File: src/vga_params.svh
/* timing, geometry and register offset constants for the VGA peripheral,
   included by any file that needs the 640x480 numbers or register map */
`ifndef VGA_PARAMS_SVH
`define VGA_PARAMS_SVH

// horizontal timing, in pixel clocks
`define VGA_H_PULSE   96
`define VGA_H_BACK    48
`define VGA_H_FRONT   16
`define VGA_H_PERIOD  800

// vertical timing, in lines
`define VGA_V_PULSE   2
`define VGA_V_BACK    29
`define VGA_V_FRONT   10
`define VGA_V_PERIOD  521

// visible area
`define VGA_H_VISIBLE 640
`define VGA_V_VISIBLE 480

`define VGA_LINE_WORDS 160 // 32-bit words per line, 4 pixels each

// register offsets on daddr
`define VGA_REG_CTRL 0
`define VGA_REG_FB   4

`endif
File: src/vga_bus_pkg.sv
/* bus-side types for the VGA peripheral: the processor data port
   and the SRAM read port */
`default_nettype none

package vga_bus_pkg;

	// processor data port
	typedef logic [31:0] bus_addr_t;
	typedef logic [31:0] bus_data_t;

	// SRAM read port, byte addressed
	typedef logic [31:0] sram_addr_t;
	typedef logic [31:0] sram_word_t;

endpackage

`default_nettype wire

File: src/vga_regs.sv
/* control and frame buffer pointer registers of the VGA peripheral,
   written and read back over the processor data port */
`timescale 1ns/1ps
`default_nettype none

`include "vga_params.svh"

module vga_regs import vga_bus_pkg::*; (
	input  logic       clk,
	input  logic       rst,
	input  logic       de,
	input  logic       drw,
	input  bus_addr_t  daddr,
	input  bus_data_t  din,
	output bus_data_t  dout,
	output logic       enable,
	output sram_addr_t fb_pointer
);

	logic wr_ctrl;
	logic wr_fb;
	logic rd_sel;

	assign wr_ctrl = de && drw && (daddr == `VGA_REG_CTRL);
	assign wr_fb   = de && drw && (daddr == `VGA_REG_FB);
	assign rd_sel  = de && !drw;

	always_ff @(posedge clk) begin
		if (rst) begin
			enable     <= 1'b0;
			fb_pointer <= '0;
		end else begin
			if (wr_ctrl)
				enable <= din[0]; // only bit 0 is implemented
			if (wr_fb)
				fb_pointer <= din;
		end
	end

	// readback is zero unless selected, so the system can OR peripherals
	always_comb begin
		dout = '0;
		if (rd_sel) begin
			if (daddr == `VGA_REG_CTRL)
				dout = {31'b0, enable};
			else if (daddr == `VGA_REG_FB)
				dout = fb_pointer;
		end
	end

endmodule

`default_nettype wire

File: config.mk
export PLATFORM = sky130hd
export DESIGN_NAME = vga_regs
export DESIGN_NICKNAME = d
export VERILOG_FILES = /design/src/vga_bus_pkg.sv /design/src/vga_regs.sv
export VERILOG_INCLUDE_DIRS = /design/src
export SDC_FILE = /design/constraint.sdc
export NUM_CORES = 1
export LEC_CHECK = 0
export ABC_CLOCK_PERIOD_IN_PS = 1610
export BUFFER_PORTS_ARGS = -buffer_cell sky130_fd_sc_hd__buf_2
export CAP_MARGIN = 20
export CORE_ASPECT_RATIO = 0.75
export CORE_MARGIN = 3
export CORE_UTILIZATION = 37
export DETAILED_ROUTE_END_ITERATION = 8
export PLACE_DENSITY = 0.84
export SYNTH_ARGS = -nofsm -noshare
export SYNTH_HDL_FRONTEND = slang
export SYNTH_SLANG_ARGS = --single-unit
File: constraint.sdc
create_clock -name clk -period 1.61 [get_ports clk]
set_clock_uncertainty 0.2 [all_clocks]
set_input_delay 0.2415 -clock clk [delete_from_list [all_inputs] [get_ports clk]]
set_output_delay 0.2415 -clock clk [all_outputs]
set_load 0.02 [all_outputs]
# Yosys cells after proc, flatten, opt, wreduce, memory -nomap -nowiden

Index checks and enable logic that the tools add are counted.

Register bits: 33
Bits of input ports: 68
Logic and storage cells: 12

Equal/unequal tests: 1
Muxes and demuxes: 3
Reductions and logical operators: 6

Operators by type and width:

| kind                                                                   | number |
|---|---|
| 32-bit two-way mux                                                     | 3 |
| 32-bit by 3-bit equality test with 1-bit output, second input constant | 1 |
| 32-bit logical NOT                                                     | 1 |
| 1-bit logical AND                                                      | 4 |
| 1-bit logical NOT                                                      | 1 |

# Logic depth before layout (Yosys ltp)

Depth after elaboration: 4
Depth in mapped cells: 6
Mapped depth without buffers: 4

# Worst setup path after synthesis

OpenSTA, ideal clock, no wires.

Path kind: in2out
From: input daddr[20]
To: output dout[10]
Arrival: 1.575 ns
Data required time: 1.168 ns
Slack: -0.407 ns
Stages: 5
Buffers on the path: 1
Cell sequence: nor4b_1 > and4_1 > nand4b_1 > clkbuf_1 > nor3_1

Cells in the longest elaborated chain, start to end: 4
Elaborated cells between the ends (all ways): 5
Those cells by class: eq/ne (1); mux (3); reduce/logical (1)

RTL lines:

| item                                                      | line           | text |
|---|---|---|
| start, declared                                           | vga_regs.sv:13 | `input bus_addr_t daddr,` |
| 32-bit by 3-bit equality test with 1-bit output (no line) | --             |  |
| 32-bit two-way mux                                        | vga_regs.sv:46 | `` else if (daddr == `VGA_REG_FB) `` |
| 32-bit two-way mux *                                      | vga_regs.sv:44 | `` if (daddr == `VGA_REG_CTRL) `` |
| 32-bit two-way mux *                                      | vga_regs.sv:43 | `if (rd_sel) begin` |
| end, declared                                             | vga_regs.sv:15 | `output bus_data_t dout,` |

Mark *: on every way between the ends. The rest lies on a longest branch, timed or not.

# Final worst setup path

From: input daddr[20]
To: output dout[11]

Same word-level chain as after synthesis.

==> flow_metrics.py <==
metrics = {
    "power_and_ir_drop": {
        "switchingPower_w": 0.000397,
        "ir_drop_mv": 0.276,
        "power_leakage_nw": 1.60,
        "seqPwrFrac_pct": 48.8,
        "intPower_w": 0.00128,
        "power_frac_clock_pct": 37.9,
        "swShare_pct": 23.7,
        "power_density_mw_per_mm2": 473,
        "share_comb_of_total_power_pct": 13.3,
    },
    "detailed_routing": {
        "first_iter_violations": 38,
        "wl_per_cell_um": 15.9,
        "m1WireLength_um": 2660,
        "dr_wl_met2_um": 3350,
        "ant_nets": 0,
        "highest_layer": "met4",
        "vias_per_cell": 4.83,
        "dr_wl_met3_um": 603,
        "drt-total-wl_um": 6800,
        "vias": 2068,
        "drcViolationCount": 0,
        "first_pass_iters": 4,
    },
    "worst_setup_path": {
        "cp-startpoint": "daddr[20]",
        "path_max_fanout": 8,
        "reg2reg_depth": 2,
        "rrSetupSlack_ps": 650,
        "cp_slowest_cell": "and4_1",
        "r2r_end": "fb_pointer[17]",
        "worstPathRequired_ps": 1170,
        "critPathTopFamily": "simple AND/OR/NAND/NOR gates",
        "crit_top_cell": "buf_6",
        "slowest_delay_ps": 260,
        "worstSetupPathType": "in -> out",
        "rr_startpoint": "fb_pointer[17]",
        "crit_buf_inv": 4,
        "arrival_ps": 1650,
        "critPathCaptureType": "output pin",
        "cp-start-kind": "primary input",
        "crit_chain": "buf_6 > nor4b_2 > and4_1 > nand4b_1 > buf_6 > buf_16 > nor3_4 > buf_6",
    },
    "final_layout": {
        "final_common_cell": "buf_2",
        "instances_no_fill": 428,
        "fin_nets": 436,
        "layout_common_cells": "buf_2, nand2b_1, buf_6",
        "diodes": 0,
        "syn_to_final_growth_pct": 84.7,
        "n_fill_cell": 368,
        "drive_gt1_share_pct": 52.7,
        "final_area_mm2": 0.00354,
    },
    "clock_network": {
        "cts.clk_slew.worst_paths_ps": 70,
        "cts_hold_buffers": 0,
        "clock_latency_ps": 280,
        "root_buffer": "clkbuf_8",
        "h-tree-depth": 2,
        "clkSinkCount": 33,
        "cts_tree": "done",
        "clockBufferDepth": 2,
        "numCtsBuffers": 5,
    },
    "synthesis": {
        "synth_area_mm2": 0.00192,
        "yosysWarnings": 0,
        "yosys.area.top_type": "dfxtp_1",
        "syn_avg_cell_area_um2": 8.37,
        "synth_fp_nets": 297,
        "synthDistinctLibCells": 17,
        "yosysSeqAreaShare_pct": 34.5,
        "ys_top_cells_by_area": "dfxtp_1, nand2b_1, mux2i_1, nor3_1, inv_1",
        "synth.top_cell.area_share_pct": 34.5,
        "ys_ff_latch": 33,
        "synthCells": 229,
    },
    "placed_design": {
        "dp_hpwl_um": 4200,
        "dp_slack_ps": -481,
        "port-buffer-count": 132,
        "dp.cells": 413,
        "gp_congestion": 0.756,
        "placed_cell_area_mm2": 0.00300,
    },
    "floorplanning": {
        "std_cell_rows": 22,
        "fp.dieW_um": 89.1,
        "initial_core_util_pct": 38.7,
        "die_y_um": 68.3,
        "die_area_mm2": 0.00609,
        "core_area_mm2": 0.00495,
        "io_pins": 133,
    },
    "timing": {
        "setup_viol": 44,
        "tns_ps": -15170,
        "holdWs_ps": 7.12,
        "fin_crit_sh_pct": 130,
        "rsz0062_at_grt": "true",
        "layout_setup_ws_ps": -480,
        "max-slew-margin-rel_pct": 80.3,
        "slew_viol_final": 0,
        "fmax_mhz": 478,
        "fin_crit_ps": 2090,
        "worst_pin_slew_ps": 296,
        "hold_viol_final": 0,
    },
    "flow_run": {
        "max-cap-violations": 0,
    },
    "grt": {
        "grt_max_degree": 66,
        "first_global_vias": 1988,
        "antenna_found_initial": 0,
        "grtUsageTotal_pct": 21.6,
        "grt_pass1_wl_um": 9670,
        "globalRouteOverflowTotal": 0,
    },
    "hold_path": {
        "hold_class": "in -> reg",
        "holdPathStages": 3,
        "min_to": "fb_pointer[16]",
        "hold_path.startpoint": "din[16]",
    },
    "run_status": {
        "failed_checks": "setup timing",
        "status": "complete, but fails checks",
    },
}
-- cells in the mapped netlist --
cell type / n
nor4b_1: 1
nor2b_1: 1
nand4_1: 1
and2_1: 1
nor3_1: 33
inv_1: 32
clkbuf_1: 11
buf_2: 2
dfxtp_1: 33
and4_1: 3
nor2_1: 2
buf_6: 1
mux2i_1: 34
buf_12: 3
nand4b_1: 1
nor4_1: 5
nand2b_1: 65
-- per-stage QoR --
step                      util [%]  total power [W]
after floorplan                  -         0.000929
after global placement        60.5          0.00103
after detailed placement      60.5          0.00104
after CTS                     70.8          0.00168
after global routing          71.4          0.00173
final                         71.4          0.00167
-- cell type report --
cell class / count / area [um^2] / share of cell area, %
Multi-Input combinational cell: 147 / 1400 / 39.7
Timing Repair Buffer: 149 / 1190 / 33.7
Clock buffer: 7 / 86.3 / 2.44
Tap cell: 60 / 75.1 / 2.12
Sequential cell: 33 / 661 / 18.7
Inverter: 32 / 120 / 3.39
-- power groups by stage --
stage                     Sequential (W)  Combinational, W  Clock (W)
final                           0.000816          0.000223   0.000634
after global routing            0.000816          0.000239   0.000679
after CTS                       0.000816          0.000214   0.000651
after detailed placement        0.000835          0.000201          0
after global placement          0.000835          0.000195          0
after floorplan                 0.000835         0.0000943          0
-- what timing repair did --
| action | 4_1_cts | 5_1_grt |
|---|---|---|
| pin swaps | 4 | 3 |
| resized for setup | 81 | 10 |
| setup endpoints to repair | 56 | 64 |
| hold endpoints to repair | 0 | 0 |
| cloned | 5 | 0 |
| buffers inserted | 4 | 3 |
-- how the worst max path moves through the flow --
stage | cells after the start | endpoint
floorplan | 4 | dout[30]
global placement | 7 | dout[30]
detailed placement | 7 | dout[30]
CTS | 8 | dout[5]
global route | 8 | dout[4]
finish | 8 | dout[11]
-- routing by layer --
metal	GRT usage (%)	vias up
met4	7.99	0
met3	5.90	15
met2	39.2	95
met1	24.4	941
li1	-	1017
met5	0	-
-- worst register-to-register path: stages, from the launching register on --
cell and delay (ps):
dfxtp_1 340, nand2b_1 110, mux2i_2 210
-- flip-flops by register name (all words and copies together) (netlist names) --
signal,cells
fb_pointer,32
enable,1
-- cell families after synthesis --
group,count (synthesis),synth area share (%)
buf+inv,49,12.7
flops,33,34.5
mux,34,17.8
simple gates,113,35.1
No activity file was read; power rests on OpenSTA's default activity.
