==> src/vga_params.svh <==
/* timing, geometry and register offset constants for the VGA peripheral,
   included by any file that needs the 640x480 numbers or register map */
`ifndef VGA_PARAMS_SVH
`define VGA_PARAMS_SVH

// horizontal timing, in pixel clocks
`define VGA_H_PULSE   96
`define VGA_H_BACK    48
`define VGA_H_FRONT   16
`define VGA_H_PERIOD  800

// vertical timing, in lines
`define VGA_V_PULSE   2
`define VGA_V_BACK    29
`define VGA_V_FRONT   10
`define VGA_V_PERIOD  521

// visible area
`define VGA_H_VISIBLE 640
`define VGA_V_VISIBLE 480

`define VGA_LINE_WORDS 160 // 32-bit words per line, 4 pixels each

// register offsets on daddr
`define VGA_REG_CTRL 0
`define VGA_REG_FB   4

`endif
==> src/vga_video_pkg.sv <==
/* video-side types for the VGA peripheral: pixels, screen coordinates
   and word indices into a line buffer */
`default_nettype none

package vga_video_pkg;

	typedef logic [7:0] pixel_t; // one 8-bit colour value

	// wide enough for both the 800-clock line and the 521-line frame
	typedef logic [10:0] coord_t;

	typedef logic [7:0] word_idx_t; // 0 to 159 within a line

endpackage

`default_nettype wire

==> src/vga_scanout.sv <==
/* output stage: registers sync together with the pixel and blanks rgb
   outside the visible area or while the display is disabled */
`timescale 1ns/1ps
`default_nettype none

module vga_scanout import vga_video_pkg::*; (
	input  logic   clk,
	input  logic   rst,
	input  logic   hs_raw,
	input  logic   vs_raw,
	input  logic   blank,
	input  logic   enable,
	input  pixel_t pix,
	output logic   hs,
	output logic   vs,
	output pixel_t rgb
);

	always_ff @(posedge clk) begin
		if (rst) begin
			hs  <= 1'b0; // counter 0 sits in both sync pulses
			vs  <= 1'b0;
			rgb <= '0;
		end else begin
			hs <= hs_raw;
			vs <= vs_raw;
			if (blank || !enable)
				rgb <= '0;
			else
				rgb <= pix;
		end
	end

endmodule

`default_nettype wire

==> config.mk <==
export PLATFORM = sky130hd
export DESIGN_NAME = vga_scanout
export DESIGN_NICKNAME = d
export VERILOG_FILES = /design/src/vga_params.svh /design/src/vga_video_pkg.sv /design/src/vga_scanout.sv
export SDC_FILE = /design/constraint.sdc
export NUM_CORES = 1
export LEC_CHECK = 0
export BUFFER_PORTS_ARGS = -buffer_cell sky130_fd_sc_hd__buf_2
export CAP_MARGIN = 20
export CORE_AREA = 2 2 39 41
export CTS_CLUSTER_DIAMETER = 60
export DETAILED_ROUTE_END_ITERATION = 6
export DIE_AREA = 0 0 41 43
export GPL_TIMING_DRIVEN = 0
export PLACE_DENSITY_LB_ADDON = 0.08
export SYNTH_ARGS = -nofsm -noshare
export SYNTH_HDL_FRONTEND = slang
export SYNTH_SLANG_ARGS = --single-unit
==> constraint.sdc <==
create_clock -name clk -period 0.8 [get_ports clk]
set_input_delay 0.08 -clock clk [delete_from_list [all_inputs] [get_ports clk]]
set_output_delay 0.08 -clock clk [all_outputs]
set_load 0.01 [all_outputs]
### Word level (Yosys, flattened, before mapping)

Cells that the tools add are included.
W data, S select, Z words.

| cells by class | value |
|---|---|
| reduce and logical (&&, ||, !) cells | 3 |

Operator list:

| cell | count |
|---|---|
| $reduce_or A2 Y1 | 1 |
| $logic_not A1 Y1 | 1 |
| $logic_or A1 B1 Y1 | 1 |

| storage, ports and cells | value |
|---|---|
| bits in registers | 10 |
| input bits | 14 |
| output and inout bits | 10 |
| logic and storage cells | 6 |

### Depth between registers and ports, before layout

Gate-level depths: netlist (run 1).

| logic depth | value |
|---|---|
| depth after elaboration | 3 |
| mapped depth | 1 |

### Worst setup path before layout (run 1)

OpenSTA, ideal clock, no wires.

| timing path | value |
|---|---|
| path type | register to output |
| start | reg hs |
| end | out hs |
| arrival time | 331 ps |
| required time | 720 ps |
| slack | 389 ps |
| cell stages (with the launch flop) | 1 |
| buffers on the path | 0 |
| cell sequence | dfxtp_1 |

RTL lines:

| item | RTL line | RTL |
|---|---|---|
| from (decl) | vga_scanout.sv:14 | `output logic hs,` |
| from (signal assigned) | vga_scanout.sv:25 | `hs <= hs_raw;` |

No word-level cell between the ends.

### Worst setup path after layout (run 1)

| timing path | value |
|---|---|
| start | reg rgb[7] |
| end | out rgb[7] |

RTL lines:

| item | RTL line | RTL |
|---|---|---|
| from (decl) | vga_scanout.sv:16 | `output pixel_t rgb` |
| from (signal assigned) | vga_scanout.sv:30 | `rgb <= pix;` |

No word-level cell between the ends.

==> results of run 1 <==
[cell families after synthesis]
family and Yosys count:
AND/OR/NAND/NOR 10, flip-flops 10
[Yosys cell counts (all sizes together)]
library cell | n | share of area (%)
dfxtp | 10 | 63
and4bb | 8 | 31
and2b | 2 | 5.5
[per-layer routing]
| metal | vias to the layer above | global-route usage [%] | wire, µm |
|---|---|---|---|
| met3 | 0 | 4.71 | 78 |
| li1 | 130 | - | - |
| met4 | 0 | 8.00 | 0 |
| met1 | 113 | 8.12 | 264 |
| met5 | - | 0 | 0 |
| met2 | 13 | 15.3 | 375 |
[timing repair]
item	CTS	global route
gates resized for setup	0	4
buffers inserted	0	0
setup endpoints to repair	0	5
[power by group through the flow]
stage | sequential (µW) | combinational [µW] | clock [µW]
4_1_cts | 517 | 91.3 | 463
3_5_place_dp | 528 | 91.2 | 0
3_3_place_gp | 528 | 87.5 | 0
2_1_floorplan | 538 | 23.6 | 0
5_1_grt | 520 | 106 | 485
6_report | 519 | 94.7 | 442
[flip-flops by register name, summed over array words and instances (netlist names)]
register and count:
rgb 8, hs 1, vs 1
[how the worst max path moves through the flow]
stage	end	slack (ps)	depth (start not counted)
6_report	rgb[7]	20	1
5_1_grt	rgb[4]	-5	1
4_1_cts	hs	10	1
3_5_place_dp	rgb[2]	180	2
3_3_place_gp	rgb[0]	210	2
2_1_floorplan	hs	390	0
[per-stage QoR]
stage / setup WS (ps) / instance area [µm²] / util, %
after floorplan: 389 / 318 / -
after global placement: 206 / 453 / 32.7
after detailed placement: 184 / 453 / 32.7
after CTS: 13.4 / 489 / 35.4
after global routing: -5.45 / 504 / 36.4
final: 23.5 / 504 / 36.4
[layout by cell type, fill, tap and decap left out, drive strengths merged]
| master | n |
|---|---|
| and2b | 2 |
| and4bb | 8 |
| buf | 23 |
| clkbuf | 4 |
| dfxtp | 10 |
[cell type report]
cell class | count | area [µm²]
sequential | 10 | 203
fill | 151 | 880
tap | 16 | 20.0
multi-input combinational | 10 | 118
timing repair buffer | 23 | 128
clock buffer | 4 | 36.3
==> results.yml, run 1 <==
floorplan:
  initial_core_util_pct: 23.0
  core_mm2: 0.00138
  die-width_um: 41
  dieHeight_um: 43
  die-area_mm2: 0.00176
  rows: 14
  io_pins: 24
min_path:
  holdPathStages: 2
  hold_class: "in2reg"
  holdPathEnd: "vs"
  min_from: "vs_raw"
clocking:
  clkTransAtPathRegs_ps: 70
  cts_htree_levels: 1
  cts_root_buffer: "clkbuf_4"
  cts_tree: "built"
  cts-buffers-inserted: 3
  hold_buffers: 0
  clock_path_buffers: 2
  cts_sinks: 10
pwr:
  combPwrFrac_pct: 9.0
  switching_share_pct: 19.5
  total_power_uw: 1060
  p_switching_uw: 206
  power.share.clock_pct: 41.9
  vdd_drop_max_mv: 0.840
  pwr-share-seq_pct: 49.2
  intPower_uw: 850
  p_leak_uw: 0.000251
  power.density_mw_per_mm2: 2090
timing:
  rsz0062_at_grt: "yes"
  whs_ps: 35.6
  finalHoldViolCount: 0
  finalSetupViolations: 0
  period_minus_slack_ps: 777
  tightest_slew_ps: 132
  tns_ps: 0
  relSlewSlack_pct: 91.2
  fmax_mhz: 1290
  period_share_pct: 97.1
  drv_slew: 0
setup_path:
  crit_path_end_kind: "output port"
  crit_buf_inv: 1
  critPathMaxFanout: 1
  critical_path_arrival_ps: 700
  cpPeakStageDelay_ps: 310
  crit_start: "rgb[7]"
  critPathRequiredTime_ps: 720
  cp_slowest_cell: "dfxtp_1"
  crit_family: "flip-flops"
  critical_path.startpoint_type: "register"
  worstSetupPathType: "reg2out"
  path_cells: "buf_2"
placed_design:
  gp_congestion: 0.541
  io_buffers: 23
  post-place-cells: 59
yosys:
  synth.yosys.seq_area_share_pct: 63.0
  synth.distinct_cells: 3
  synth_compound_area_share_pct: 0
  synth_nets: 34
  ys_warn_count: 0
  synth_top_family_by_area: "simple AND/OR/NAND/NOR gates"
  synthSimpleGateAreaFrac_pct: 37.0
  synth_adder_area_share_pct: 0
  synth_xor_area_share_pct: 0
  netlist_area_um2: 318
  syn_inst: 20
  syn_area_per_cell_um2: 15.9
  muxShareOfSynthArea_pct: 0
  ys_ff_latch: 10
status:
  status: "finished, final reports clean"
global_routing:
  grt_pass1_vias: 258
  grtUsageTotal_pct: 9.57
  grt_pass1_wl_um: 1010
  grt_max_degree: 11
  antenna_found_initial: 0
  grt_overflow: 0
route:
  dr_total_vias: 256
  wirelength_um: 717
  avgViaCountPerCell: 4.06
  final_antenna_net_count: 0
  wire_per_inst_um: 11.4
  firstDrtPassIters: 2
  dr.first_iter.drc_count: 1
  drc: 0
finish:
  layout.nets: 62
  instances_no_fill: 63
  antenna_cells: 0
  drive_gt1_share_pct: 83.0
  area_growth_pct: 58.7
flow_run:
  max-cap-violations: 0
Power figures use the tool's default switching activity.
==> run 2, diff against run 1 <==
- PLACE_DENSITY: default -> 0.49
- PLACE_DENSITY_LB_ADDON: 0.08 -> default
==> run 2 against run 1 <==
Effect of this change: clock-buffer cell count decreased by 1; via count shrank 1.2%; critical endpoint unchanged; combinational power is 6.1% lower; first-iteration DRC count increased to 4.0 times the previous value; routed wire length fell by 0.84%; largest cell class unchanged; sequential power is essentially flat; global-route usage rose by 0.29 points; power decreased by 12%; critical path depth is the same; largest power group unchanged; non-clock buffer count did not move.
==> results.yml, run 2 (synthesized netlist as in run 1, its figures left out) <==
floorplan:
  dieHeight_um: 43
  rows: 14
  io_pins: 24
  die-area_mm2: 0.00176
  die-width_um: 41
  core_mm2: 0.00138
  initial_core_util_pct: 23.0
finish:
  final_common_cell: "buf_2"
  ff_latch_area_um2: 201
  largest_reg_flops: 8
  multi_input_area_um2: 118
  largestRegisters: "rgb x8, hs x1, vs x1"
  layout_common_cells: "buf_2, dfxtp_1, and4bb_2"
  regMostFlops: "rgb"
  antenna_cells: 0
  fill_cells: 152
  area_growth_pct: 50.0
  drive_gt1_share_pct: 80.4
  layout.nets: 62
timing:
  tns_ps: 0
  tightest_slew_ps: 130
  fmax_mhz: 1300
  drv_slew: 0
  setup_ws_ps: 31.9
  period_share_pct: 96.0
  finalSetupViolations: 0
  finalHoldViolCount: 0
  relSlewSlack_pct: 91.3
  rsz0062_at_grt: "no"
  period_minus_slack_ps: 768
placed_design:
  io_buffers: 23
  pre_cts_ws_ps: 181
  gp_congestion: 0.610
setup_path:
  critPathMaxFanout: 1
  crit_path_end_kind: "output port"
  worstSetupPathType: "reg2out"
  path_cells: "buf_2"
  cpPeakStageDelay_ps: 310
  crit_family: "flip-flops"
  critPathRequiredTime_ps: 720
  crit_buf_inv: 1
  critical_path_arrival_ps: 690
  cp_slowest_cell: "dfxtp_1"
  critical_path.startpoint_type: "register"
global_routing:
  grt_overflow: 0
  grtUsageMet3_pct: 3.66
  global_route.usage.met2_pct: 15.3
  busiest_layer: "met2"
  met1_usage_pct: 9.39
  grtUsageTotal_pct: 9.86
  grt_max_degree: 11
  antenna_found_initial: 0
  grt_pass1_vias: 290
  grt_pass1_wl_um: 1150
clocking:
  cts_sinks: 10
  cts_root_buffer: "clkbuf_4"
  clkTransAtPathRegs_ps: 60
  clock_path_buffers: 2
  cts_tree: "built"
  cts_setup_buffers: 0
  cts_htree_levels: 1
  cts-buffers-inserted: 3
route:
  avgViaCountPerCell: 4.08
  dr.first_iter.drc_count: 4
  wirelength_um: 711
  wire_per_inst_um: 11.5
  final_antenna_net_count: 0
  drc: 0
  firstDrtPassIters: 3
  dr_total_vias: 253
min_path:
  min_from: "hs_raw"
  holdPathStages: 2
  hold_class: "in2reg"
  holdPathEnd: "hs"
pwr:
  vdd_drop_max_mv: 0.793
  power.density_mw_per_mm2: 1950
  p_leak_uw: 0.000241
status:
  status: "finished, final reports clean"
flow_run:
  max-cap-violations: 0
run 2: changes by cell type in the layout (fill, tap and decap cells not counted):
cell and change:
clkbuf_8 -1, buf_2 +2, buf_6 -2, dfxtp_1 +1, dfxtp_2 -1
run 2: where the power goes:
part           switching [µW]  internal [µW]  leakage [µW]
sequential               3.03            514     0.0000820
clock                     152            173     0.0000138
combinational            35.7           53.2      0.000145
total                     190            740      0.000241
run 2: cell type report:
| class | count | area share, % |
|---|---|---|
| Tap cell | 16 | 4.20 |
| Multi-Input combinational cell | 10 | 24.7 |
| Timing Repair Buffer | 23 | 24.1 |
| Clock buffer | 3 | 4.72 |
| Sequential cell | 10 | 42.3 |
run 2: how the worst max path moves through the flow:
stage	endpoint	cells after the start	slack (ps)	start
5_1_grt	rgb[4]	1	1	rgb[4]
2_1_floorplan	hs	0	390	hs
4_1_cts	rgb[3]	1	30	rgb[3]
6_report	rgb[7]	1	30	rgb[7]
3_5_place_dp	rgb[3]	2	180	rst
3_3_place_gp	rgb[4]	2	200	rst
run 2: what timing repair did:
item | in CTS | in global routing
resized for setup | 0 | 1
setup endpoints to repair | 0 | 1
hold buffers | 0 | 0
run 2: through the flow:
stage                     instances  hold WS (ps)  util [%]  power, µW  instance area (µm²)
final                            62          42.6      34.4        931                  477
after global routing             62          41.8      34.4        973                  477
after CTS                        62          38.7      34.4        947                  475
after detailed placement         59           310      32.7        619                  453
after global placement           59           304      32.7        615                  453
after floorplan                  20           222         -        561                  318
run 2: layer usage:
metal / vias to the layer above / wire, µm
met2: 12 / 380
met4: 0 / 7
met3: 2 / 72
met5: - / 0
met1: 111 / 250
li1: 128 / -
