==> src/vga_params.svh <==
/* timing, geometry and register offset constants for the VGA peripheral,
   included by any file that needs the 640x480 numbers or register map */
`ifndef VGA_PARAMS_SVH
`define VGA_PARAMS_SVH

// horizontal timing, in pixel clocks
`define VGA_H_PULSE   96
`define VGA_H_BACK    48
`define VGA_H_FRONT   16
`define VGA_H_PERIOD  800

// vertical timing, in lines
`define VGA_V_PULSE   2
`define VGA_V_BACK    29
`define VGA_V_FRONT   10
`define VGA_V_PERIOD  521

// visible area
`define VGA_H_VISIBLE 640
`define VGA_V_VISIBLE 480

`define VGA_LINE_WORDS 160 // 32-bit words per line, 4 pixels each

// register offsets on daddr
`define VGA_REG_CTRL 0
`define VGA_REG_FB   4

`endif
==> src/vga_video_pkg.sv <==
/* video-side types for the VGA peripheral: pixels, screen coordinates
   and word indices into a line buffer */
`default_nettype none

package vga_video_pkg;

	typedef logic [7:0] pixel_t; // one 8-bit colour value

	// wide enough for both the 800-clock line and the 521-line frame
	typedef logic [10:0] coord_t;

	typedef logic [7:0] word_idx_t; // 0 to 159 within a line

endpackage

`default_nettype wire

==> src/vga_timing.sv <==
/* 640x480 horizontal and vertical counters; derives sync, blank and visible
   coordinates, plus the line start pulse and next-line info for the fetch unit */
`timescale 1ns/1ps
`default_nettype none

`include "vga_params.svh"

module vga_timing import vga_video_pkg::*; (
	input  logic   clk,
	input  logic   rst,
	output logic   hs_raw,
	output logic   vs_raw,
	output logic   blank,
	output logic   line_start,
	output coord_t hcount,
	output coord_t vcount,
	output coord_t vcount_next,
	output logic   fetch_valid
);

	localparam int H_VIS_START = `VGA_H_PULSE + `VGA_H_BACK;   // 144
	localparam int H_VIS_END   = `VGA_H_PERIOD - `VGA_H_FRONT; // 784
	localparam int V_VIS_START = `VGA_V_PULSE + `VGA_V_BACK;   // 31
	localparam int V_VIS_END   = `VGA_V_PERIOD - `VGA_V_FRONT; // 511

	coord_t hcounter;
	coord_t vcounter;
	logic   h_vis;
	logic   v_vis;

	always_ff @(posedge clk) begin
		if (rst) begin
			hcounter <= '0;
			vcounter <= '0;
		end else if (hcounter == coord_t'(`VGA_H_PERIOD - 1)) begin
			hcounter <= '0;
			if (vcounter == coord_t'(`VGA_V_PERIOD - 1))
				vcounter <= '0; // exactly V_PERIOD lines per frame
			else
				vcounter <= vcounter + 1'b1;
		end else begin
			hcounter <= hcounter + 1'b1;
		end
	end

	assign hs_raw = (hcounter >= coord_t'(`VGA_H_PULSE)); // low during the pulse
	assign vs_raw = (vcounter >= coord_t'(`VGA_V_PULSE));

	assign h_vis = (hcounter >= coord_t'(H_VIS_START)) && (hcounter < coord_t'(H_VIS_END));
	assign v_vis = (vcounter >= coord_t'(V_VIS_START)) && (vcounter < coord_t'(V_VIS_END));
	assign blank = !(h_vis && v_vis);

	// coordinates are zero outside the visible region
	assign hcount = h_vis ? hcounter - coord_t'(H_VIS_START) : '0;
	assign vcount = v_vis ? vcounter - coord_t'(V_VIS_START) : '0;

	assign line_start = (hcounter == '0);

	// the line after this one is visible when this one is V_VIS_START-1 .. V_VIS_END-2
	assign fetch_valid = (vcounter >= coord_t'(V_VIS_START - 1)) &&
		(vcounter < coord_t'(V_VIS_END - 1));
	assign vcount_next = fetch_valid ? vcounter - coord_t'(V_VIS_START - 1) : '0;

endmodule

`default_nettype wire

==> config.mk <==
export PLATFORM = sky130hd
export DESIGN_NAME = vga_timing
export DESIGN_NICKNAME = d
export VERILOG_FILES = /design/src/vga_video_pkg.sv /design/src/vga_timing.sv
export VERILOG_INCLUDE_DIRS = /design/src
export SDC_FILE = /design/constraint.sdc
export NUM_CORES = 1
export LEC_CHECK = 0
export ABC_AREA = 1
export BUFFER_PORTS_ARGS = -buffer_cell sky130_fd_sc_hd__buf_4
export CAP_MARGIN = 10
export CORE_MARGIN = 1.5
export CORE_UTILIZATION = 32
export DETAILED_ROUTE_END_ITERATION = 7
export PLACE_DENSITY = 0.58
export SYNTH_ARGS = -nofsm -noshare
export SYNTH_HDL_FRONTEND = slang
export SYNTH_SLANG_ARGS = --single-unit
==> constraint.sdc <==
create_clock -name clk -period 1.65 [get_ports clk]
set_input_delay 0.0825 -clock clk [delete_from_list [all_inputs] [get_ports clk]]
set_output_delay 0.0825 -clock clk [all_outputs]
set_load 0.02 [all_outputs]
; After elaboration in Yosys (flattened, before gate mapping)
; Index checks and enable logic that the tools add are counted.
[totals]
mem_count = 0
in_bits = 2
mem_bits_ro = 0
out_inout_bits = 38
register_bits = 22
elab_cells = 28
latchBits = 0
mem_bits_rw = 0
[classes]
n_lt_le_gt_ge = 8
eq_ne = 2
n_mul = 0
bitwise = 0
muxes = 4
shift = 0
reduce_logical = 7
addsub = 5
div = 0
[op_table]
columns = cell, count
row1 = 2-to-1 mux 11 bit, 4
row2 = "adder 11 x 1 -> 11 bit, second input constant", 2
row3 = "equality test 11 x 10 -> 1 bit, second input constant", 2
row4 = ">= comparator 11 x 5 -> 1 bit, second input constant", 2
row5 = "less-than comparator 11 x 9 -> 1 bit, second input constant", 2
row6 = "subtractor 11 x 5 -> 11 bit, second input constant", 2
row7 = ">= comparator 11 x 2 -> 1 bit, second input constant", 1
row8 = ">= comparator 11 x 7 -> 1 bit, second input constant", 1
row9 = ">= comparator 11 x 8 -> 1 bit, second input constant", 1
row10 = zero test 11 bit, 1
row11 = "less-than comparator 11 x 10 -> 1 bit, second input constant", 1
row12 = "subtractor 11 x 8 -> 11 bit, second input constant", 1
row13 = logical AND 1 bit, 4
row14 = OR reduction 2 bit, 1
row15 = zero test 1 bit, 1

; Longest topological paths before layout
; Gate-level depths: netlist of run 1.
[depth]
ltp_word = 4
depth_mapped = 10
ltp_nobuf = 10

; Worst setup path after synthesis of run 1
; Ideal clock, no wire load.
[synth_timing]
path_type = reg-to-output
start = register hcounter[4]
end = output hcount[9]
arrival_ns = 1.411
stages_incl_launch_ff = 7
path_slack_ns = 0.156
required_ns = 1.567
n_path_buf = 1
cell_sequence = dfxtp_1 > ha_1 > nand3_1 > nor2_1 > o21ai_2 > buf_6 > nor2_1
[synth_between]
elab_chain_len = 3
elab_cells_between_ends = 5
cone_classes = add/sub (1) / order compare (2) / mux (1) / reduce/logical (1)
[synth_lines]
columns = element, line_no
row1 = start: declaration, vga_timing.sv:26  ; coord_t hcounter;
row2 = start signal: assignment, vga_timing.sv:42  ; hcounter <= hcounter + 1'b1;
row3 = >= comparator 11 x 8 -> 1 bit / less-than comparator 11 x 10 -> 1 bit (equally long branches), vga_timing.sv:49  ; assign h_vis = (hcounter >= coord_t'(H_VIS_START)) && (hcounter < coord_t'(H_VIS_END));
row4 = logical AND 1 bit, vga_timing.sv:49
row5 = 2-to-1 mux 11 bit (*), vga_timing.sv:54  ; assign hcount = h_vis ? hcounter - coord_t'(H_VIS_START) : '0;
row6 = end: declaration, vga_timing.sv:15  ; output coord_t hcount,
; Mark *: on every way between the ends. The rest lies on a longest branch, timed or not.

; Worst setup path after layout of run 1
[layout_timing]
start = register vcounter[1]
end = output vcount[3]
[layout_between]
elab_chain_len = 3
elab_cells_between_ends = 5
cone_classes = add/sub (1) / order compare (2) / mux (1) / reduce/logical (1)
[layout_lines]
columns = element, line_no
row1 = start: declaration, vga_timing.sv:27  ; coord_t vcounter;
row2 = start signal: assignment, vga_timing.sv:40  ; vcounter <= vcounter + 1'b1;
row3 = >= comparator 11 x 5 -> 1 bit / less-than comparator 11 x 9 -> 1 bit (equally long branches), vga_timing.sv:50  ; assign v_vis = (vcounter >= coord_t'(V_VIS_START)) && (vcounter < coord_t'(V_VIS_END));
row4 = logical AND 1 bit, vga_timing.sv:50
row5 = 2-to-1 mux 11 bit (*), vga_timing.sv:55  ; assign vcount = v_vis ? vcounter - coord_t'(V_VIS_START) : '0;
row6 = end: declaration, vga_timing.sv:16  ; output coord_t vcount,
; Marks and branches as above.

==> results of run 1 <==
-- timing repair --
item                                   4_1_cts  5_1_grt
resized for setup                           46       48
buffers inserted                             6        1
hold buffers                                 1        0
setup endpoints to repair                   33       53
gates cloned                                 1        1
pin swaps                                   12       11
endpoints found under the hold margin        2        0
-- cells in the final DEF, fill, tap and decap left out, types with 2 or more instances in the layout --
master,n
nand3_2,4
o21ai_0,5
clkbuf_8,3
buf_4,49
ha_1,8
dfxtp_2,4
dfxtp_1,12
nand2_4,3
o21ai_1,3
inv_2,12
nor2_1,43
a21oi_1,11
inv_4,2
nor2_2,13
nor2_4,17
nand2_1,72
nand2_2,7
inv_1,37
ha_4,3
dfxtp_4,6
xor2_1,8
buf_6,16
nand3_1,18
xnor2_1,3
nand4_1,5
nand3_4,2
o21ai_2,2
o21ai_4,2
-- worst max-delay path, stage by stage, from the launching register on --
cell and delay [ps]:
dfxtp_4 380, ha_4 170, nand2_4 60, nor2_4 110, nand2_2 80, nand3_2 90
nand3_4 100, buf_12 170, nor2_4 80, buf_6 120
-- state kept, by name, indices dropped and copies added (netlist names) --
register,cells
hcounter,11
vcounter,11
-- stage by stage --
stage | TNS [ps] | hold WS [ps] | cells | area (um^2)
2_1_floorplan | 0 | 152 | 323 | 2050
6_report | -549 | 487 | 460 | 2900
4_1_cts | -151 | 505 | 458 | 2720
3_5_place_dp | 0 | 271 | 447 | 2470
3_3_place_gp | 0 | 271 | 447 | 2470
5_1_grt | -2880 | 515 | 460 | 2900
-- Yosys cell counts, drive strengths merged --
library cell / n / area (um^2)
xnor2: 3 / 26.3
clkbuf: 1 / 13.8
buf: 10 / 100
xor2: 9 / 78.8
o21ai: 11 / 62.6
nand4: 6 / 52.6
a21oi: 13 / 68.8
nand2: 82 / 325
ha: 11 / 138
dfxtp: 22 / 440
nor3b: 1 / 7.51
nor4: 1 / 6.26
nand3: 24 / 148
nor2: 74 / 369
o211ai: 1 / 7.51
inv: 51 / 191
conb: 1 / 3.75
nor3: 2 / 15.0
-- routing by layer --
metal	part of all wire, %	vias up	wire, um
met3	2.6	6	142
met1	47	998	2570
met2	50	33	2710
li1	-	1110	-
met5	0	-	0
met4	0.97	0	53
-- where the power goes --
part,internal (mW),switching (mW)
sequential,0.527,0.00540
clock,0.163,0.161
combinational,0.0263,0.0414
total,0.715,0.208
-- path summary, 6_finish.rpt --
path	cells after the start	endpoint
max	9	vcount[3]
min	2	vcounter[3]
max reg2reg	10	vcounter[0]
min reg2reg	2	vcounter[3]
-- logic make-up (layout without fill, tap and decap cells) --
family          after synthesis  after routing
flops                        22             22
buf+inv                      62            121
fa+ha+maj                    11             11
xor+xnor                     12             12
other cells                   1              1
compound gates               25             26
simple gates                190            190
-- area by class of cell --
| class | instances | area share, % |
|---|---|---|
| inverter | 51 | 6.76 |
| tap | 77 | 3.32 |
| clock buffer | 3 | 1.42 |
| timing repair buffer | 67 | 19.9 |
| multi-input combinational | 240 | 52.5 |
| sequential | 22 | 16.1 |
==> summary.md, run 1 <==
| Metric | Value |
|---|---|
| Status | finished with violations |
| Failing checks | setup timing |
| Die H | 83.1 um |
| First-pass GRT wire length | 8980 um |
| Cell Rows | 29 |
| Critical Path RT | 1570 ps |
| Total inserted antenna cells | 0 |
| Distinct cells, synth | 34 |
| Mux share of post-synthesis cell area | 0% |
| Power Density | 318 nW/um^2 |
| Boundary Pins | 40 |
| Dpl ws | 9.56 ps |
| Seq. cell area | 468 um^2 |
| Max IR drop VDD | 0.348 mV |
| Mapped Avg Cell Area | approximately 6.4 um^2 |
| # port buffers | 38 |
| Vias after detailed routing | approximately 2,100 |
| Worst setup margin | -54.5 ps |
| Slew Limit Fails | 0 |
| Fin crit share | 103% |
| HPWL Detailed | 4010 um |
| Crit path kind | reg2out |
| R2R setup slack | ~130 ps |
| Max H-tree Level | 1 |
| Vias in the first global route | 1,977 |
| Post-Route WL | around 5500 um |
| CTS tree | built |
| Total Power | 924 uW |
| Mapped Area | 2050 um^2 |
| Hold crit path type | reg2reg |
| Worst R2R Start | vcounter[1] |
| Area Growth Syn to Fin | 41.4% |
| Layout cells sized above 1 | 39.9% |
| DIE AREA | 6910 um^2 |
| Leakage | 1.40 nW |
| CP endpoint kind | output pin |
| Footprint of the multi-input gates | 1520 um^2 |
| Fmax | 587 MHz |
| Max-cap violations | 0 |
| Seq/Total Area, Yosys | 21.4% |
| Antenna violations before repair | 0 |
| Worst Path Arrival | 1620 ps |
| Clock sinks | 22 |
| Final ANT Viol Nets | 0 |
| Routed wire per std cell | 11.9 um |
| Clock Path Buffers | 2 |
| RD Place Congestion | 0.892 |
| Unrepaired setup endpoints after global routing | true |
| Largest net degree at the start of global routing | 12 |
| Met3 Use GR | 2.58% |
| Worst clock skew | 8.96 ps |
| Final core utilization | 46.3% |
| Die width | 83.1 um |
| Initial Utilization | 32.7% |
| Nets | between 300 and 400 |
| Largest family of logic cells by synthesized area | simple AND/OR/NAND/NOR gates |
| Routing usage on met1 | 20.8% |
| Fillcell total | 660 |
| Skew-Pair Late Insertion Delay | 260 ps |
| Critical Path Fanout Max | 6 |
| Hold Violations, Final | 0 |
| # DRC | 0 |
| Clk Tree Root Cell | clkbuf_8 |
| GRT overflow | 0 |
| Reg clk slew, reported paths | 70 ps |
| 1st-pass router iterations | 4 |
| Area share of xor/xnor cells in the synthesized design | under 10% |
| Simple-gate share of the synthesized area | 44.9% |
| Fin crit period | 1700 ps |
| Total GRT Usage | ~16% |
| DR iter-0 viols | 107 |
| Worst Setup SP | vcounter[1] |
| Synth Instances | approximately 320 |
| Core area | 6280 um^2 |
| Total CTS buffers | 3 |
| GRT busiest layer | met2 |
| Compound-Gate Fraction of Synth Area | 6.76% |
| Post-Synth Adder-Cell Area | 6.70% |
| Hold path startpoint | vcounter[3] |
| Met2 usage | 26.5% |
| Setup violators final | 21 |
| Critical path startpoint category | flop |
| Syn nets | roughly 340 |
| Ys Warns | 0 |
| Vias per inst | 4.67 |
| Post-synthesis sequential element count | 22 |
(Power assumes the default switching activity.)
==> run 2, diff against run 1 <==
--- a/config.mk
+++ b/config.mk
@@ -12,7 +12,6 @@
 export CORE_MARGIN = 1.5
 export CORE_UTILIZATION = 32
 export DETAILED_ROUTE_END_ITERATION = 7
-export PLACE_DENSITY = 0.58
 export SYNTH_ARGS = -nofsm -noshare
 export SYNTH_HDL_FRONTEND = slang
 export SYNTH_SLANG_ARGS = --single-unit
==> run 2 against run 1 <==
  * The run still ends with setup timing left
  * Core utilization is 3.7 points higher
  * Combinational power down 4.6%
  * Die area unchanged
  * Non-clock buffer count grew 10
  * Via count is 2.2% higher
  * Register-to-register slack worse by 20 ps
  * Critical path depth decreased by 1
  * Routed wire length is 2.5% higher
  * Sequential power increased by 0.8%
  * Total power grew 20%
  * Clock skew grew 0.51 ps
==> summary.md, run 2 (synthesis gave the netlist of run 1 again) <==
| Metric | Value |
|---|---|
| DR iter-0 viols | 118 (was 107) |
| Area Growth Syn to Fin | 52.7% (was 41.4%) |
| Final Instance Area | 3140 um^2 (was 2900 um^2) |
| Total GRT Usage | 16.4% (was 15.7%) |
| Worst clock skew | 9.46 ps (was 8.96 ps) |
| Vias per inst | 4.67 (about the same) |
| GRT busiest layer | met2 (unchanged) |
| Dpl ws | 32.0 ps (was 9.56 ps) |
| Max H-tree Level | 1 (unchanged) |
| Clock Path Buffers | 2 (unchanged) |
| Max IR drop VDD | 0.302 mV (was 0.348 mV) |
| Footprint of the multi-input gates | 1600 um^2 (was 1520 um^2) |
| Fmax | 583 MHz (was 587 MHz) |
| Critical Path Fanout Max | 6 (unchanged) |
| Antenna violations before repair | 0 (unchanged) |
| Most frequent cells in the layout | nand2_1, buf_4, inv_1, nor2_1, buf_6 (was nand2_1, buf_4, nor2_1, inv_1, nand3_1) |
| Met3 Use GR | 2.49% (was 2.58%) |
| RD Place Congestion | 0.811 (was 0.892) |
| Die H | 83.1 um (unchanged) |
| Power Density | 352 nW/um^2 (was 318 nW/um^2) |
| # DRC | 0 (unchanged) |
| CP endpoint kind | output pin (unchanged) |
| Sw frac | 20.6% (was 22.5%) |
| Routing usage on met1 | 20.2% (was 20.8%) |
| Vias after detailed routing | 2,195 (was 2,147) |
| Clock sinks | 22 (unchanged) |
| Post-Route WL | 5610 um (was 5470 um) |
| Placed Instances | 445 (was 447) |
| Fillcell total | 614 (was 660) |
| Met2 usage | 29.6% (was 26.5%) |
| Core area | 6280 um^2 (unchanged) |
| Reg clk slew, reported paths | 90 ps (was 70 ps) |
| Status | finished with violations (unchanged) |
| Clk Tree Root Cell | clkbuf_8 (unchanged) |
| Leakage | 1.49 nW (was 1.40 nW) |
| Hold crit path type | reg2reg (unchanged) |
| HPWL Detailed | 4060 um (was 4010 um) |
| # port buffers | 38 (unchanged) |
| Total CTS buffers | 3 (unchanged) |
| GRT overflow | 0 (unchanged) |
| Critical path startpoint category | flop (unchanged) |
| Worst setup margin | -66.6 ps (was -54.5 ps) |
| Final Non-Filler Cells | 470 (was 460) |
| Vias in the first global route | 2,089 (was 1,977) |
| Fin crit share | 104% (was 103%) |
| CTS tree | built (unchanged) |
| Pint | 877 uW (was 715 uW) |
| Sequential Power Share | 48.5% (was 57.6%) |
| Hold WS | 470 ps (was 487 ps) |
| Area after DPL | 2470 um^2 (about the same) |
| Switching pwr | 228 uW (was 208 uW) |
| 1st-pass router iterations | 4 (unchanged) |
| Crit path kind | reg2out (unchanged) |
| Final ANT Viol Nets | 0 (unchanged) |
| Unrepaired setup endpoints after global routing | true (unchanged) |
| Top flop regs | hcounter (11), vcounter (11) (unchanged) |
| Worst Path Arrival | 1630 ps (was 1620 ps) |
| Nets | 407 (was 398) |
| Clock Power Share | 45.6% (was 35.1%) |
| Die width | 83.1 um (unchanged) |
| Fin crit period | 1720 ps (was 1700 ps) |
| Total inserted antenna cells | 0 (unchanged) |
| Most common cell after layout, fill and taps aside | nand2_1 (unchanged) |
| First-pass GRT wire length | 9400 um (was 8980 um) |
| Comb pwr share | 5.9% (was 7.3%) |
| Critical Path RT | 1570 ps (about the same) |
| Hold Violations, Final | 0 (unchanged) |
| Boundary Pins | 40 (unchanged) |
| Max-cap violations | 0 (unchanged) |
| Routed wire per std cell | 11.9 um (about the same) |
| Skew-Pair Late Insertion Delay | 270 ps (was 260 ps) |
| Setup violators final | 24 (was 21) |
| Seq. cell area | 462 um^2 (was 468 um^2) |
| Layout cells sized above 1 | 44.8% (was 39.9%) |
| Initial Utilization | 32.7% (unchanged) |
| DIE AREA | 6910 um^2 (unchanged) |
| Failing checks | setup timing (unchanged) |
| Cell Rows | 29 (unchanged) |
| Slew Limit Fails | 0 (unchanged) |
| Largest net degree at the start of global routing | 14 (was 12) |
run 2: cell types whose count changed in the layout (fill, tap and decap cells not counted), moves of 3 or more:
| cell | before | now |
|---|---|---|
| nor2_2 | 13 | 17 |
| nand2_1 | 72 | 69 |
| nor2_1 | 43 | 34 |
| nor2_4 | 17 | 22 |
| buf_6 | 16 | 25 |
| inv_2 | 12 | 8 |
run 2: cell type report:
type,instances,area share (%)
Clock buffer,3,1.32
Clock inverter,1,0.957
Inverter,51,6.50
Multi-Input combinational cell,239,50.9
Sequential cell,22,14.7
Tap cell,77,3.07
Timing Repair Buffer,77,22.5
run 2: power by group through the flow:
stage               Clock [mW]  Combinational [mW]  Sequential (mW)
CTS                      0.525              0.0606            0.536
finish                   0.504              0.0647            0.536
global placement             0              0.0581            0.555
detailed placement           0              0.0584            0.556
global route             0.540              0.0719            0.537
floorplan                    0              0.0424            0.554
run 2: per-layer routing:
metal | wire, um | vias up
met3 | 171 | 6
li1 | - | 1126
met2 | 2920 | 49
met1 | 2450 | 1014
met5 | 0 | -
met4 | 69 | 0
run 2: what timing repair did:
item	4_1_cts	5_1_grt
gates cloned	1	0
hold buffers	1	0
pin swaps	9	18
endpoints found under the setup margin	33	51
resized for setup	57	62
buffers inserted	16	4
hold endpoints to repair	2	0
run 2: final timing paths:
kind                 end         from  slack, ps  cells past startpoint
max            vcount[5]  vcounter[5]        -70                      8
min          hcounter[0]  hcounter[0]        470                      1
max reg2reg  vcounter[6]  vcounter[0]        110                     11
min reg2reg  hcounter[0]  hcounter[0]        470                      1
run 2: critical path: stages, from the launching register on:
cell     delay [ps]
dfxtp_2         370
nor2_8          170
nand3_4         100
nor2_2          160
nand3_2         110
nand3_4         110
buf_12          150
nor2_2           30
buf_4           150
run 2: per-stage QoR:
step,power [mW],util (%),setup TNS [ps]
floorplan,0.596,-,0
global placement,0.613,39.3,0
detailed placement,0.614,39.3,0
CTS,1.12,45.9,-1170
global route,1.15,50.0,-3600
finish,1.10,50.0,-799
